--- config.mk ---
export PLATFORM = sky130hd
export DESIGN_NAME = sampler_top
export DESIGN_NICKNAME = d
export VERILOG_FILES = /design/src/sampler_pkg.sv /design/src/instrument.sv /design/src/req_arbiter.sv /design/src/sync_fifo.sv /design/src/sample_rom.sv /design/src/voice_fetch.sv /design/src/sampler_top.sv
export SDC_FILE = /design/constraint.sdc
export NUM_CORES = 1
export LEC_CHECK = 0
export BUFFER_PORTS_ARGS = -buffer_cell sky130_fd_sc_hd__buf_2
export CORE_AREA = 3 3 158 160
export CTS_BUF_LIST = sky130_fd_sc_hd__clkbuf_4
export DETAILED_ROUTE_END_ITERATION = 7
export DIE_AREA = 0 0 161 163
export PLACE_DENSITY = 0.64
export SLEW_MARGIN = 20
export SYNTH_ARGS = -nofsm -noshare
export SYNTH_HDL_FRONTEND = slang
export SYNTH_HIERARCHICAL = 1
export SYNTH_SLANG_ARGS = --single-unit
--- constraint.sdc ---
create_clock -name clk -period 4.3 [get_ports clk]
set_input_delay 0.215 -clock clk [delete_from_list [all_inputs] [get_ports clk]]
set_output_delay 0.215 -clock clk [all_outputs]
set_load 0.005 [all_outputs]
--- src/sample_data.hex ---
// One 8-bit sample word per line, address 0 first
5A
7F
A4
C9
EE
13
38
5D
82
A7
CC
F1
16
3B
60
85
AA
CF
F4
19
3E
63
88
AD
D2
F7
1C
41
66
8B
B0
D5

--- src/sampler_pkg.sv ---
`default_nettype none

package sampler_pkg;

    localparam int NUM_VOICES    = 4;
    localparam int VOICE_W       = 2;               // Enough bits to name every voice
    localparam int ADDR_W        = 5;
    localparam int ROM_WORDS     = 1 << ADDR_W;     // 32 sample words
    localparam int SAMPLE_W      = 8;
    localparam int KEY_W         = 7;               // MIDI key number
    localparam int SAMPLE_PERIOD = 16;              // Clock cycles between two addresses
    localparam int PERIOD_W      = $clog2(SAMPLE_PERIOD);
    localparam int FIFO_DEPTH    = 8;

    // Last count value of a sample period
    localparam logic [PERIOD_W-1:0] PERIOD_LAST = PERIOD_W'(SAMPLE_PERIOD - 1);

    // Key per voice, element 0 belongs to voice 0
    localparam logic [NUM_VOICES-1:0][KEY_W-1:0] VOICE_KEYS = {7'd67, 7'd64, 7'd62, 7'd60};

    typedef struct packed {
        logic             trigger;             // Single-cycle note-on strobe
        logic [KEY_W-1:0] key;
    } note_t;

    typedef struct packed {
        logic               setup;             // Single-cycle setup strobe
        logic [VOICE_W-1:0] voice;
        logic [ADDR_W-1:0]  start;
        logic [ADDR_W-1:0]  stop;              // Exclusive
    } voice_cfg_t;

    typedef struct packed {
        logic [VOICE_W-1:0] voice;
        logic [ADDR_W-1:0]  addr;
    } sample_req_t;

    typedef struct packed {
        logic [VOICE_W-1:0]  voice;
        logic [ADDR_W-1:0]   addr;
        logic [SAMPLE_W-1:0] data;
    } sample_out_t;

endpackage

`default_nettype wire

--- src/instrument.sv ---
`timescale 1ns/1ps
`default_nettype none

module instrument #(
    parameter logic [sampler_pkg::KEY_W-1:0]   MIDI_KEY = 7'd60,
    parameter logic [sampler_pkg::VOICE_W-1:0] VOICE_ID = '0
) (
    input  logic                            clk,
    input  logic                            rst,
    input  sampler_pkg::note_t              note,
    input  sampler_pkg::voice_cfg_t         cfg,
    output logic [sampler_pkg::ADDR_W-1:0]  addr,
    output logic                            addr_valid,
    input  logic                            addr_ready   // Must come at least once per period
);

    typedef enum logic [1:0] {
        ST_SETUP,
        ST_IDLE,
        ST_PLAY
    } state_t;

    state_t state;

    logic [sampler_pkg::ADDR_W-1:0]   start_hold;
    logic [sampler_pkg::ADDR_W-1:0]   stop_hold;
    logic [sampler_pkg::ADDR_W-1:0]   last_addr;
    logic [sampler_pkg::PERIOD_W-1:0] period_cnt;
    logic                             retrig_hold;  // Retrigger waiting for the boundary
    logic                             key_hit;
    logic                             cfg_hit;
    logic                             boundary;

    assign key_hit   = note.trigger && (note.key == MIDI_KEY);
    assign cfg_hit   = cfg.setup && (cfg.voice == VOICE_ID);
    assign boundary  = (period_cnt == sampler_pkg::PERIOD_LAST);
    assign last_addr = stop_hold - 1'b1;             // Stop of 0 ends on the top word

    always_ff @(posedge clk) begin
        if (rst) begin
            state       <= ST_SETUP;
            period_cnt  <= '0;
            retrig_hold <= 1'b0;
            addr_valid  <= 1'b0;
        end else begin
            if (addr_valid && addr_ready) begin
                addr_valid <= 1'b0;                  // Arbiter took the address
            end

            case (state)
                ST_SETUP: begin
                    if (cfg_hit) begin
                        start_hold <= cfg.start;
                        stop_hold  <= cfg.stop;
                        state      <= ST_IDLE;
                    end
                end

                ST_IDLE: begin
                    if (key_hit) begin
                        addr       <= start_hold;
                        addr_valid <= 1'b1;
                        period_cnt <= '0;
                        state      <= ST_PLAY;
                    end else if (cfg_hit) begin
                        start_hold <= cfg.start;     // New range for this voice only
                        stop_hold  <= cfg.stop;
                    end
                end

                ST_PLAY: begin
                    if (boundary) begin
                        period_cnt <= '0;
                        if (key_hit || retrig_hold) begin
                            addr        <= start_hold;
                            addr_valid  <= 1'b1;
                            retrig_hold <= 1'b0;
                        end else if (addr == last_addr) begin
                            state <= ST_IDLE;        // Range exhausted
                        end else begin
                            addr       <= addr + 1'b1;
                            addr_valid <= 1'b1;
                        end
                    end else begin
                        period_cnt <= period_cnt + 1'b1;
                        if (key_hit) begin
                            retrig_hold <= 1'b1;
                        end
                    end
                end

                default: state <= ST_SETUP;
            endcase
        end
    end

endmodule

`default_nettype wire

--- src/req_arbiter.sv ---
`timescale 1ns/1ps
`default_nettype none

module req_arbiter (
    input  logic                                                       clk,
    input  logic                                                       rst,
    input  logic [sampler_pkg::NUM_VOICES-1:0][sampler_pkg::ADDR_W-1:0] addr,
    input  logic [sampler_pkg::NUM_VOICES-1:0]                          addr_valid,
    output logic [sampler_pkg::NUM_VOICES-1:0]                          addr_ready,
    input  logic                                                       full,
    output logic                                                       push,
    output sampler_pkg::sample_req_t                                   push_data
);

    logic [sampler_pkg::VOICE_W-1:0] last_grant;   // Voice served by the last transfer
    logic [sampler_pkg::VOICE_W-1:0] cand;
    logic [sampler_pkg::VOICE_W-1:0] grant_idx;
    logic                            grant_found;

    // Search starts one past the last grant and wraps around, so the
    // last granted voice is looked at last
    always_comb begin
        grant_found = 1'b0;
        grant_idx   = last_grant;
        cand        = last_grant;
        for (int k = 1; k <= sampler_pkg::NUM_VOICES; k++) begin
            cand = last_grant + sampler_pkg::VOICE_W'(k);
            if (!grant_found && addr_valid[cand]) begin
                grant_found = 1'b1;
                grant_idx   = cand;
            end
        end
    end

    // At most one ready and never while the FIFO is full
    always_comb begin
        addr_ready = '0;
        if (grant_found && !full) begin
            addr_ready[grant_idx] = 1'b1;
        end
    end

    assign push      = grant_found && !full;             // High exactly on a transfer
    assign push_data = '{voice: grant_idx, addr: addr[grant_idx]};

    always_ff @(posedge clk) begin
        if (rst) begin
            last_grant <= sampler_pkg::VOICE_W'(sampler_pkg::NUM_VOICES - 1);
        end else if (push) begin
            last_grant <= grant_idx;
        end
    end

endmodule

`default_nettype wire

--- src/sync_fifo.sv ---
`timescale 1ns/1ps
`default_nettype none

module sync_fifo #(
    parameter type T     = logic [7:0],
    parameter int  DEPTH = 4                      // Power of two so the pointers wrap
) (
    input  logic clk,
    input  logic rst,
    input  logic push,
    input  T     push_data,
    output logic full,
    input  logic pop,
    output T     head,
    output logic not_empty
);

    T mem [DEPTH];

    logic [$clog2(DEPTH)-1:0] wr_ptr;
    logic [$clog2(DEPTH)-1:0] rd_ptr;
    logic [$clog2(DEPTH):0]   count;              // One bit wider to hold DEPTH
    logic                     do_push;
    logic                     do_pop;

    assign full      = (count == DEPTH);
    assign not_empty = (count != 0);
    assign head      = mem[rd_ptr];               // Show-ahead head entry

    assign do_push = push && !full;
    assign do_pop  = pop && not_empty;

    always_ff @(posedge clk) begin
        if (do_push) begin
            mem[wr_ptr] <= push_data;
        end
    end

    always_ff @(posedge clk) begin
        if (rst) begin
            wr_ptr <= '0;
            rd_ptr <= '0;
            count  <= '0;
        end else begin
            if (do_push) begin
                wr_ptr <= wr_ptr + 1'b1;
            end
            if (do_pop) begin
                rd_ptr <= rd_ptr + 1'b1;
            end

            case ({do_push, do_pop})
                2'b10:   count <= count + 1'b1;
                2'b01:   count <= count - 1'b1;
                default: count <= count;          // Both or neither keep the level
            endcase
        end
    end

endmodule

`default_nettype wire

--- src/sample_rom.sv ---
`timescale 1ns/1ps
`default_nettype none

module sample_rom (
    input  logic                             clk,
    input  logic [sampler_pkg::ADDR_W-1:0]   rd_addr,
    output logic [sampler_pkg::SAMPLE_W-1:0] rd_data
);

    logic [sampler_pkg::SAMPLE_W-1:0] mem [sampler_pkg::ROM_WORDS];

    // Contents come from the hex image at elaboration
    initial begin
        $readmemh("/design/src/sample_data.hex", mem);
    end

    // Registered read gives the word one cycle after the address
    always_ff @(posedge clk) begin
        rd_data <= mem[rd_addr];
    end

endmodule

`default_nettype wire

--- src/voice_fetch.sv ---
`timescale 1ns/1ps
`default_nettype none

module voice_fetch (
    input  logic                             clk,
    input  logic                             rst,
    input  logic                             not_empty,
    input  sampler_pkg::sample_req_t         head,
    output logic                             pop,
    output logic [sampler_pkg::ADDR_W-1:0]   rd_addr,
    input  logic [sampler_pkg::SAMPLE_W-1:0] rd_data,
    output logic                             sample_valid,
    output sampler_pkg::sample_out_t         sample
);

    logic                     req_valid;          // ROM read in flight this cycle
    sampler_pkg::sample_req_t req_tag;            // Tag that matches the ROM word

    // The stage never stalls and drains one entry per cycle
    assign pop     = not_empty;
    assign rd_addr = head.addr;

    always_ff @(posedge clk) begin
        if (rst) begin
            req_valid    <= 1'b0;
            sample_valid <= 1'b0;
        end else begin
            req_valid    <= pop;
            sample_valid <= req_valid;            // Two cycles after pop
        end
    end

    // First stage holds the tag while the ROM reads
    always_ff @(posedge clk) begin
        if (pop) begin
            req_tag <= head;
        end
    end

    // Second stage joins the tag with the returning word
    always_ff @(posedge clk) begin
        if (req_valid) begin
            sample.voice <= req_tag.voice;
            sample.addr  <= req_tag.addr;
            sample.data  <= rd_data;
        end
    end

endmodule

`default_nettype wire

--- src/sampler_top.sv ---
`timescale 1ns/1ps
`default_nettype none

module sampler_top (
    input  logic                     clk,
    input  logic                     rst,
    input  sampler_pkg::note_t       note,
    input  sampler_pkg::voice_cfg_t  cfg,
    output logic                     sample_valid,
    output sampler_pkg::sample_out_t sample
);

    logic [sampler_pkg::NUM_VOICES-1:0][sampler_pkg::ADDR_W-1:0] voice_addr;
    logic [sampler_pkg::NUM_VOICES-1:0]                          voice_valid;
    logic [sampler_pkg::NUM_VOICES-1:0]                          voice_ready;

    logic                             fifo_full;
    logic                             fifo_push;
    logic                             fifo_pop;
    logic                             fifo_not_empty;
    sampler_pkg::sample_req_t         push_data;
    sampler_pkg::sample_req_t         fifo_head;
    logic [sampler_pkg::ADDR_W-1:0]   rom_addr;
    logic [sampler_pkg::SAMPLE_W-1:0] rom_data;

    for (genvar i = 0; i < sampler_pkg::NUM_VOICES; i++) begin : g_voice
        instrument #(
            .MIDI_KEY (sampler_pkg::VOICE_KEYS[i]),
            .VOICE_ID (sampler_pkg::VOICE_W'(i))
        ) u_voice (
            .clk        (clk),
            .rst        (rst),
            .note       (note),
            .cfg        (cfg),
            .addr       (voice_addr[i]),
            .addr_valid (voice_valid[i]),
            .addr_ready (voice_ready[i])
        );
    end

    req_arbiter u_arbiter (
        .clk        (clk),
        .rst        (rst),
        .addr       (voice_addr),
        .addr_valid (voice_valid),
        .addr_ready (voice_ready),
        .full       (fifo_full),
        .push       (fifo_push),
        .push_data  (push_data)
    );

    sync_fifo #(
        .T     (sampler_pkg::sample_req_t),
        .DEPTH (sampler_pkg::FIFO_DEPTH)
    ) u_fifo (
        .clk       (clk),
        .rst       (rst),
        .push      (fifo_push),
        .push_data (push_data),
        .full      (fifo_full),
        .pop       (fifo_pop),
        .head      (fifo_head),
        .not_empty (fifo_not_empty)
    );

    voice_fetch u_fetch (
        .clk          (clk),
        .rst          (rst),
        .not_empty    (fifo_not_empty),
        .head         (fifo_head),
        .pop          (fifo_pop),
        .rd_addr      (rom_addr),
        .rd_data      (rom_data),
        .sample_valid (sample_valid),
        .sample       (sample)
    );

    sample_rom u_rom (
        .clk     (clk),
        .rd_addr (rom_addr),
        .rd_data (rom_data)
    );

endmodule

`default_nettype wire

# Word level (Yosys, flattened, before mapping)
# Memory sizes are Yosys's and may differ from the RTL's. A register that Yosys moved wholly into a read port is not among the register bits.
# Index checks and enable logic that the tools add are counted.
[classes]
n_mux = 140
magnitude_cmp = 6
n_bitwise = 1
n_addsub = 19
eq_ne = 58
reduce_logical = 65
[ops]
columns = ["cell", "n"]
rows = [
  ["two-way mux 5 bit", 33],
  ["one-hot mux 5 bit (2 select lines)", 12],
  ["two-way mux 2 bit", 24],
  ["two-way mux 1 bit", 43],
  ["one-hot mux 4 bit (2 select lines)", 5],
  ["AND reduction 5 bit", 8],
  ["two-way mux 4 bit", 9],
  ["!= test 2 x 1 -> 1 bit (second input constant)", 16],
  ["nonzero test 2 bit", 13],
  ["!= test 2 bit (second input constant)", 12],
  ["one-hot mux 2 bit (3 select lines)", 4],
  ["AND reduction 3 bit", 8],
  ["adder 4 x 1 -> 4 bit (second input constant)", 5],
  ["adder 5 x 1 -> 5 bit (second input constant)", 4],
  ["== test 4 bit (second input constant)", 5],
  ["== test 5 bit", 4],
  ["subtractor 5 x 1 -> 5 bit (second input constant)", 4],
  ["logical AND 1 bit", 18],
  ["< comparator 2 x 3 -> 1 bit (second input constant)", 5],
  ["== test 2 bit (second input constant)", 7],
  ["== test 7 x 6 -> 1 bit (second input constant)", 2],
  ["== test 7 bit (second input constant)", 2],
  ["== test 2 x 1 -> 1 bit (second input constant)", 6],
  ["!= test 3 x 2 -> 1 bit (second input constant)", 4],
  ["other kinds (15)", 36],
]
[word_totals]
mem_count = 1
ramBits = 56
register_bits = 129
wordCells = 328
[memory_table]
columns = ["memory", "words", "width", "rd", "rd_ports_with_merged_regs", "wr", "line_no", "rtl"]
rows = [
  ["u_fifo.mem", 8, 7, 1, 1, 1, "sync_fifo.sv:18", "T mem [DEPTH];"],
]

# Longest topological paths before layout
# Gate-level depths: netlist of run 1.
[logic_depth]
ltp_word = 24
depth_mapped = 13
ltp_nobuf = 12

# Cells and area by module
# Netlist of run 1, hierarchy kept.
[modules_own_cells]
columns = ["module", "cells_each", "area_per_inst_um2", "instances", "seq_area_each_um2"]
rows = [
  ["sync_fifo", 156, 2832.7, 1, 1941.9],
  ["instrument (g_voice[1].u_voice)", 125, 1341.3, 1, 610.6],
  ["instrument (g_voice[0].u_voice)", 124, 1330.0, 1, 610.6],
  ["instrument (g_voice[3].u_voice)", 123, 1295.0, 1, 610.6],
  ["instrument (g_voice[2].u_voice)", 117, 1281.2, 1, 610.6],
  ["voice_fetch", 32, 758.2, 1, 700.7],
  ["req_arbiter", 76, 551.8, 1, 40.0],
  ["sample_rom", 9, 63.8, 1, 0.0],
]

# Worst setup path after synthesis of run 1
# OpenSTA, ideal clock, no wires.
[synth_path]
kind = "register to register"
startpoint = "register g_voice[1].u_voice.state[1]"
endpoint = "register g_voice[1].u_voice/start_hold[0] in the netlist's numbering (enable)"
required_ns = 3.866
t_arrival_ns = 2.601
path_stages_with_launch = 6
path_slack_ns = 1.265
n_path_buf = 1
setup_ns = 0.434
path_cell_list = "dfxtp_1 inv_1 ha_1 clkbuf_1 nor2_1 a2111oi_0"
[synth_between]
elab_chain_len = 3
[synth_rtl]
columns = ["item", "line_no", "rtl"]
rows = [
  ["start, declared", "instrument.sv:23", "state_t state;"],
  ["start signal, assigned", "instrument.sv:41", "state <= ST_SETUP;"],
  ["start signal, assigned", "instrument.sv:55", "state <= ST_IDLE;"],
  ["start signal, assigned", "instrument.sv:64", "state <= ST_PLAY;"],
  ["== test 2 x 1 -> 1 bit or zero test 2 bit (tied branches)", "instrument.sv:50", "case (state)"],
  ["!= test 2 bit (no source line) or nonzero test 2 bit (tied branches)", "n/a", ""],
  ["AND reduction 3 bit (no source line) *", "n/a", ""],
  ["end signal, assigned", "instrument.sv:53", "start_hold <= cfg.start;"],
  ["end signal, assigned", "instrument.sv:66", "start_hold <= cfg.start;"],
  ["end, declared", "instrument.sv:25", "logic [sampler_pkg::ADDR_W-1:0] start_hold;"],
]
# Every way passes the cells marked *; elsewhere a longest branch is shown, timed or not.
# A chain may end at the register's enable or synchronous reset.

# Final worst setup path of run 1
[layout_path]
startpoint = "register u_fifo.count[1]"
endpoint = "register u_fifo.count[2]"
[layout_between]
elab_chain_len = 6
[layout_rtl]
columns = ["item", "line_no", "rtl"]
rows = [
  ["start, declared", "sync_fifo.sv:22", "logic [$clog2(DEPTH):0] count;"],
  ["start signal, assigned", "sync_fifo.sv:53", "2'b10: count <= count + 1'b1;"],
  ["start signal, assigned", "sync_fifo.sv:54", "2'b01: count <= count - 1'b1;"],
  ["start signal, assigned", "sync_fifo.sv:55", "default: count <= count;"],
  ["== test 4 bit *", "sync_fifo.sv:26", "assign full = (count == DEPTH);"],
  ["net fifo_full", "sampler_top.sv:17", "logic fifo_full;"],
  ["zero test 1 bit *", "req_arbiter.sv:43", "assign push = grant_found && !full;"],
  ["logical AND 1 bit *", "req_arbiter.sv:43", ""],
  ["net fifo_push", "sampler_top.sv:18", "logic fifo_push;"],
  ["logical AND 1 bit *", "sync_fifo.sv:30", "assign do_push = push && !full;"],
  ["== test 2 x 1 -> 1 bit or == test 2 bit (tied branches)", "sync_fifo.sv:52", "case ({do_push, do_pop})"],
  ["one-hot mux 4 bit (2 select lines) or nonzero test 2 bit (tied branches)", "n/a", ""],
]
# Mark *: on every way through the listed nets, which the timed path passes. The rest lies on a longest branch.

==> impl_metrics.tcl, run 1 <==
set metrics [dict create \
    rsz0062_at_grt "no" \
    ant_nets 0 \
    fin_setup_tns_ns 0 \
    wl_per_cell_um 15.05 \
    dieArea_um2 26240 \
    routed_wl_um 17130 \
    cp_top_family "simple AND/OR/NAND/NOR gates" \
    crit_chain "or4b_1 -> inv_1 -> a21o_1 -> inv_1 -> nand2_4 -> ha_1 -> xor2_1 -> ha_1 -> a21oi_1 -> xor2_1 -> or3_1 -> a21oi_1" \
    grt_pass1_vias 5592 \
    rows 56 \
    grt_max_degree 23 \
    hold_start "note[0]" \
    critPathKind "reg -> reg" \
    dp.cells 1093 \
    yosysWarnings 6 \
    cts_max_path_buffers 2 \
    period_needed_ns 3.049 \
    crit_required_ns 4.82 \
    ios 39 \
    wl_met3_um 436 \
    report.final.slew_viol_count 0 \
    ir_drop_v 0.0002830 \
    num_vias 5784 \
    clk_pin_slew_worst_paths_ns 0.17 \
    hp-class "in -> reg" \
    fmax_mhz 328.0 \
    viasPerCell 5.083 \
    crit_path_end_kind "flip-flop" \
    grt_usage_pct 13.75 \
    drive_above_1_share_pct 16.65 \
    cts_resized 0 \
    drt_iter0_markers 215 \
    drc 0 \
    die_h_um 163 \
    r2r_start "u_fifo/count[1]" \
    cpPeakStageDelay_ns 0.67 \
    dp_hpwl_um 12470 \
    clk-insertion-delay-late_ns 0.58 \
    setup_viol 0 \
    drt-met1-wl_um 7996 \
    htree_levels 4 \
    initial_core_util_pct 40.00 \
    final_hold_viol_count 0 \
    cp-start-kind "flip-flop" \
    area_growth_pct 9.687 \
    grt_pass1_wl_um 28810 \
    rrSetupSlack_ns 1.25 \
    worst-path-max-fanout 8 \
    post_cts_buffers 0 \
    syn_avg_cell_area_um2 12.44 \
    syn_area_um2 9417 \
    cts_buffers 17 \
    io_buffer_count 38 \
    powerDensity_nw_per_um2 550.9 \
    highest_layer "met4" \
    cap_violations 0 \
    crit_buf_inv 2 \
    antenna_found_initial 1 \
    fp.dieW_um 161 \
    core_area_um2 23540 \
    status "complete, no violations" \
    fin_skew_ns 0.02445 \
    cts_tree "built" \
    place.gp.congestion 0.7851 \
    power_leakage_uw 0.003698 \
    dr.pass1.iters 4 \
    worst_slew_pin_slew_ns 1.044 \
    slew_headroom_pct 29.89 \
    syn-instance-count 757 \
    overflow 0 \
    dr_wl_met2_um 8506 \
    slowest_stage "or4b_1" \
    final_cells 1138 \
    cp-startpoint "u_fifo/count[1]" \
    final_nets 861 \
    finalCritPeriodShare_pct 70.91 \
    cts-root-buf "clkbuf_4" \
    cp_data_arrival_time_ns 3.57 \
    clkSinkCount 187 \
    cts-hold-fix-buffers 11 \
]
==> cells in the final DEF (no fill, tap or decap), types with 20 or more instances in the layout <==
cell	n
mux2i_1	27
xor2_1	25
inv_1	34
nand2_1	36
a21oi_1	27
edfxtp_1	138
ha_1	34
nand3_1	20
buf_2	38
xnor2_1	22
nor2_1	60
dfxtp_1	49
o21ai_0	27
==> layer usage <==
| layer | vias up | track usage (%) |
|---|---|---|
| met2 | 66 | 23.82 |
| met1 | 2783 | 17.74 |
| li1 | 2924 | - |
| met3 | 11 | 2.696 |
| met4 | 0 | 3.637 |
| met5 | - | 0 |
==> worst register-to-register path: stages (launching register included) <==
cell and delay, ns:
dfxtp_1 0.40, or4b_1 0.67, inv_1 0.11, a21o_1 0.24
inv_1 0.18, nand2_4 0.14, ha_1 0.28, xor2_1 0.19
ha_1 0.16, a21oi_1 0.04, xor2_1 0.15, or3_1 0.30
a21oi_1 0.14
==> through the flow <==
step | setup WS (ns) | total power, uW | utilization, % | hold WS, ns | instance area (um^2)
after global placement | 1.374 | 4703 | 42.06 | 0.4007 | 9902
final | 1.251 | 5690 | 43.87 | 0.1504 | 10330
after global routing | 1.067 | 6109 | 43.87 | 0.1192 | 10330
after floorplan | 1.265 | 4269 | - | 0.2866 | 9443
after CTS | 1.237 | 5761 | 43.83 | 0.09353 | 10320
after detailed placement | 1.268 | 4754 | 42.06 | 0.4056 | 9902
==> report_power, final <==
| group | switching (uW) | internal [uW] | total, uW |
|---|---|---|---|
| Combinational | 1180 | 767 | 1950 |
| Sequential | 232 | 2520 | 2750 |
| Clock | 706 | 285 | 991 |
| Total | 2120 | 3570 | 5690 |
==> worst paths after layout <==
kind                                                    endpoint  cells past startpoint
worst max register to register                   u_fifo/count[2]                     12
worst max-delay path                             u_fifo/count[2]                     12
worst min-delay path            g_voice[0].u_voice/period_cnt[2]                      4
worst min register to register                 u_fetch/sample[9]                      0
==> registers in the layout, summed over array words and instances (netlist names), named ones only <==
name and count:
u_fifo/mem 56, g_voice.u_voice/addr 20, g_voice.u_voice/start_hold 20, g_voice.u_voice/stop_hold 20, g_voice.u_voice/period_cnt 16, u_fetch/sample 15, g_voice.u_voice/state 8, u_fetch/req_tag 7
g_voice.u_voice/addr_valid 4, g_voice.u_voice/retrig_hold 4, u_fifo/count 4, u_fifo/rd_ptr 3, u_fifo/wr_ptr 3, u_arbiter/last_grant 2, u_fetch/req_valid 1, u_fetch/sample_valid 1
==> final cells by class <==
type                    instances  area [um^2]
fillers                      2193        13210
flip-flops and latches        187         5125
multi-input cells             504         3990
well taps                     319        399.1
repair buffers                 58        367.9
clock inverters                15        178.9
inverters                      36        135.1
clock buffers                  17        127.6
diodes                          2        5.005
Power figures use the tool's default switching activity.
==> inputs of run 2 (changes only) <==
==> constraint.sdc (replaced) <==
create_clock -name clk -period 2.9 [get_ports clk]
set_input_delay 0.145 -clock clk [delete_from_list [all_inputs] [get_ports clk]]
set_output_delay 0.145 -clock clk [all_outputs]
set_load 0.005 [all_outputs]
==> impl_metrics.tcl, run 2 (synthesis results as in run 1) <==
set metrics [dict create \
    placed_cell_area_um2 10040 \
    clk-insertion-delay-late_ns 0.61 \
    dp.cells 1111 \
    die_h_um 163 \
    pwr-share-seq_pct 46.3 \
    setup_viol 0 \
    report.power.total_uw 8736 \
    cpPeakStageDelay_ns 0.59 \
    crit_required_ns 3.43 \
    antenna_found_initial 0 \
    crit_buf_inv 2 \
    rows 56 \
    crit_chain "or4b_1 -> inv_1 -> a21o_1 -> inv_1 -> nand2_4 -> ha_2 -> xor2_1 -> ha_1 -> a21oi_1 -> xor2_1 -> or3_1 -> a21oi_1" \
    grt_pass1_vias 5687 \
    period_needed_ns 2.710 \
    wl_per_cell_um 15.83 \
    swShare_pct 37.77 \
    internal_power_uw 5436 \
    finalCritPeriodShare_pct 93.45 \
    largest_reg_flops 56 \
    ir_drop_v 0.0003841 \
    cts-root-buf "clkbuf_4" \
    report.final.slew_viol_count 0 \
    final_hold_viol_count 0 \
    worst_slew_pin_slew_ns 0.7231 \
    hp-class "in -> reg" \
    area_growth_pct 11.47 \
    reg2regPathDepth 12 \
    dr.pass1.iters 5 \
    drive_above_1_share_pct 18.56 \
    drt_iter0_markers 338 \
    num_vias 5956 \
    fin_skew_ns 0.03311 \
    cp_data_arrival_time_ns 3.24 \
    fp.dieW_um 161 \
    ant_nets 0 \
    htree_levels 4 \
    final_nets 879 \
    place.gp.congestion 0.8225 \
    critPathKind "reg -> reg" \
    clk_pin_slew_worst_paths_ns 0.17 \
    grt_max_degree 33 \
    cts_buffers 17 \
    crit_cells 12 \
    final_cells 1154 \
    layout_commonest_cell "edfxtp_1" \
    ios 39 \
    grt_usage_pct 14.35 \
    registers.top_by_ff_count "u_fifo/mem" \
    cp-start-kind "flip-flop" \
    mostFrequentLayoutCells "138 x edfxtp_1, 60 x nor2_1, 48 x dfxtp_1, 38 x buf_2, 36 x nand2_1" \
    core_area_um2 23540 \
    switchingPower_uw 3299 \
    drc 0 \
    dieArea_um2 26240 \
    cp-startpoint "u_fifo/count[1]" \
    powerDensity_nw_per_um2 832.3 \
    initial_core_util_pct 40.00 \
    crit_path_end_kind "flip-flop" \
    io_buffer_count 38 \
    overflow 0 \
    viasPerCell 5.161 \
    power_leakage_uw 0.003799 \
    n_antenna_cell 0 \
    cts_max_path_buffers 2 \
    worst-path-max-fanout 8 \
    cp_top_family "simple AND/OR/NAND/NOR gates" \
    cap_violations 0 \
    grt_pass1_wl_um 29650 \
    r2r_end "u_fifo/count[2]" \
    pwr-share-clk_pct 18.1 \
    status "complete, no violations" \
    slowest_stage "or4b_1" \
    final_cell_area_um2 10500 \
    combinationalPowerShare_pct 35.6 \
    rrSetupSlack_ns 0.19 \
    slew_headroom_pct 50.41 \
    clkSinkCount 187 \
    endpoint "u_fifo/count[2]" \
    cts_tree "built" \
    fmax_mhz 369.0 \
    r2r_start "u_fifo/count[1]" \
    routed_wl_um 18270 \
    dp_hpwl_um 12890 \
]
==> run 2: metrics by stage <==
stage / utilization, % / worst slack [ns] / hold slack, ns / setup TNS, ns
final: 44.58 / 0.1898 / 0.06168 / 0
after global routing: 44.58 / -0.005788 / 0.05556 / -0.005788
after CTS: 44.57 / 0.1702 / 0.01298 / 0
after detailed placement: 42.63 / 0.1931 / 0.3816 / 0
after global placement: 42.63 / 0.2830 / 0.3833 / 0
after floorplan: - / 0.1652 / 0.2166 / 0
==> run 2: layout make-up <==
class / count / area (um^2)
Multi-Input combinational cell: 504 / 3988
Clock inverter: 15 / 217.7
Sequential cell: 187 / 5126
Clock buffer: 17 / 127.6
Inverter: 36 / 135.1
Timing Repair Buffer: 76 / 503.0
Tap cell: 319 / 399.1
Fill cell: 2179 / 13050
==> run 2: metal layers <==
| metal | global-route usage, % | share of wire, % |
|---|---|---|
| met1 | 19.01 | 47 |
| met2 | 23.60 | 48 |
| met3 | 3.052 | 3.9 |
| met4 | 4.771 | 1.6 |
| met5 | 0 | 0 |
==> run 2: what timing repair did <==
| item | CTS | global route |
|---|---|---|
| hold buffers | 11 | 0 |
| setup endpoints to repair | 0 | 1 |
| resized for setup | 0 | 2 |
| buffers inserted | 0 | 0 |
| hold endpoints to repair | 44 | 0 |
==> run 2: worst min path at each step <==
stage | start | end | slack [ns] | cells after the start
after floorplan | rst | u_fetch/req_valid | 0.22 | 1
after CTS | cfg[12] | g_voice[2].u_voice/state[1] | 0.01 | 4
after detailed placement | cfg[4] | g_voice[3].u_voice/stop_hold[4] | 0.38 | 1
after global placement | cfg[4] | g_voice[3].u_voice/stop_hold[4] | 0.38 | 1
after global routing | cfg[12] | g_voice[2].u_voice/state[0] | 0.06 | 4
final | cfg[12] | g_voice[2].u_voice/state[1] | 0.06 | 4
==> run 2: power by group through the flow <==
stage / sequential [uW] / clock, uW / combinational (uW)
floorplan: 4020 / 0 / 2310
global placement: 4100 / 0 / 3040
detailed placement: 4110 / 0 / 3100
CTS: 4040 / 1650 / 3130
global route: 4100 / 1760 / 3460
finish: 4040 / 1580 / 3110
==> run 2: worst reg2reg max path, delay by kind of cell (launching register included) <==
family	cells	cell delay, ns
compound gates	3	0.28
xor+xnor	2	0.32
fa+ha+maj	2	0.43
buf+inv	2	0.19
flops	1	0.41
simple gates	3	1.02
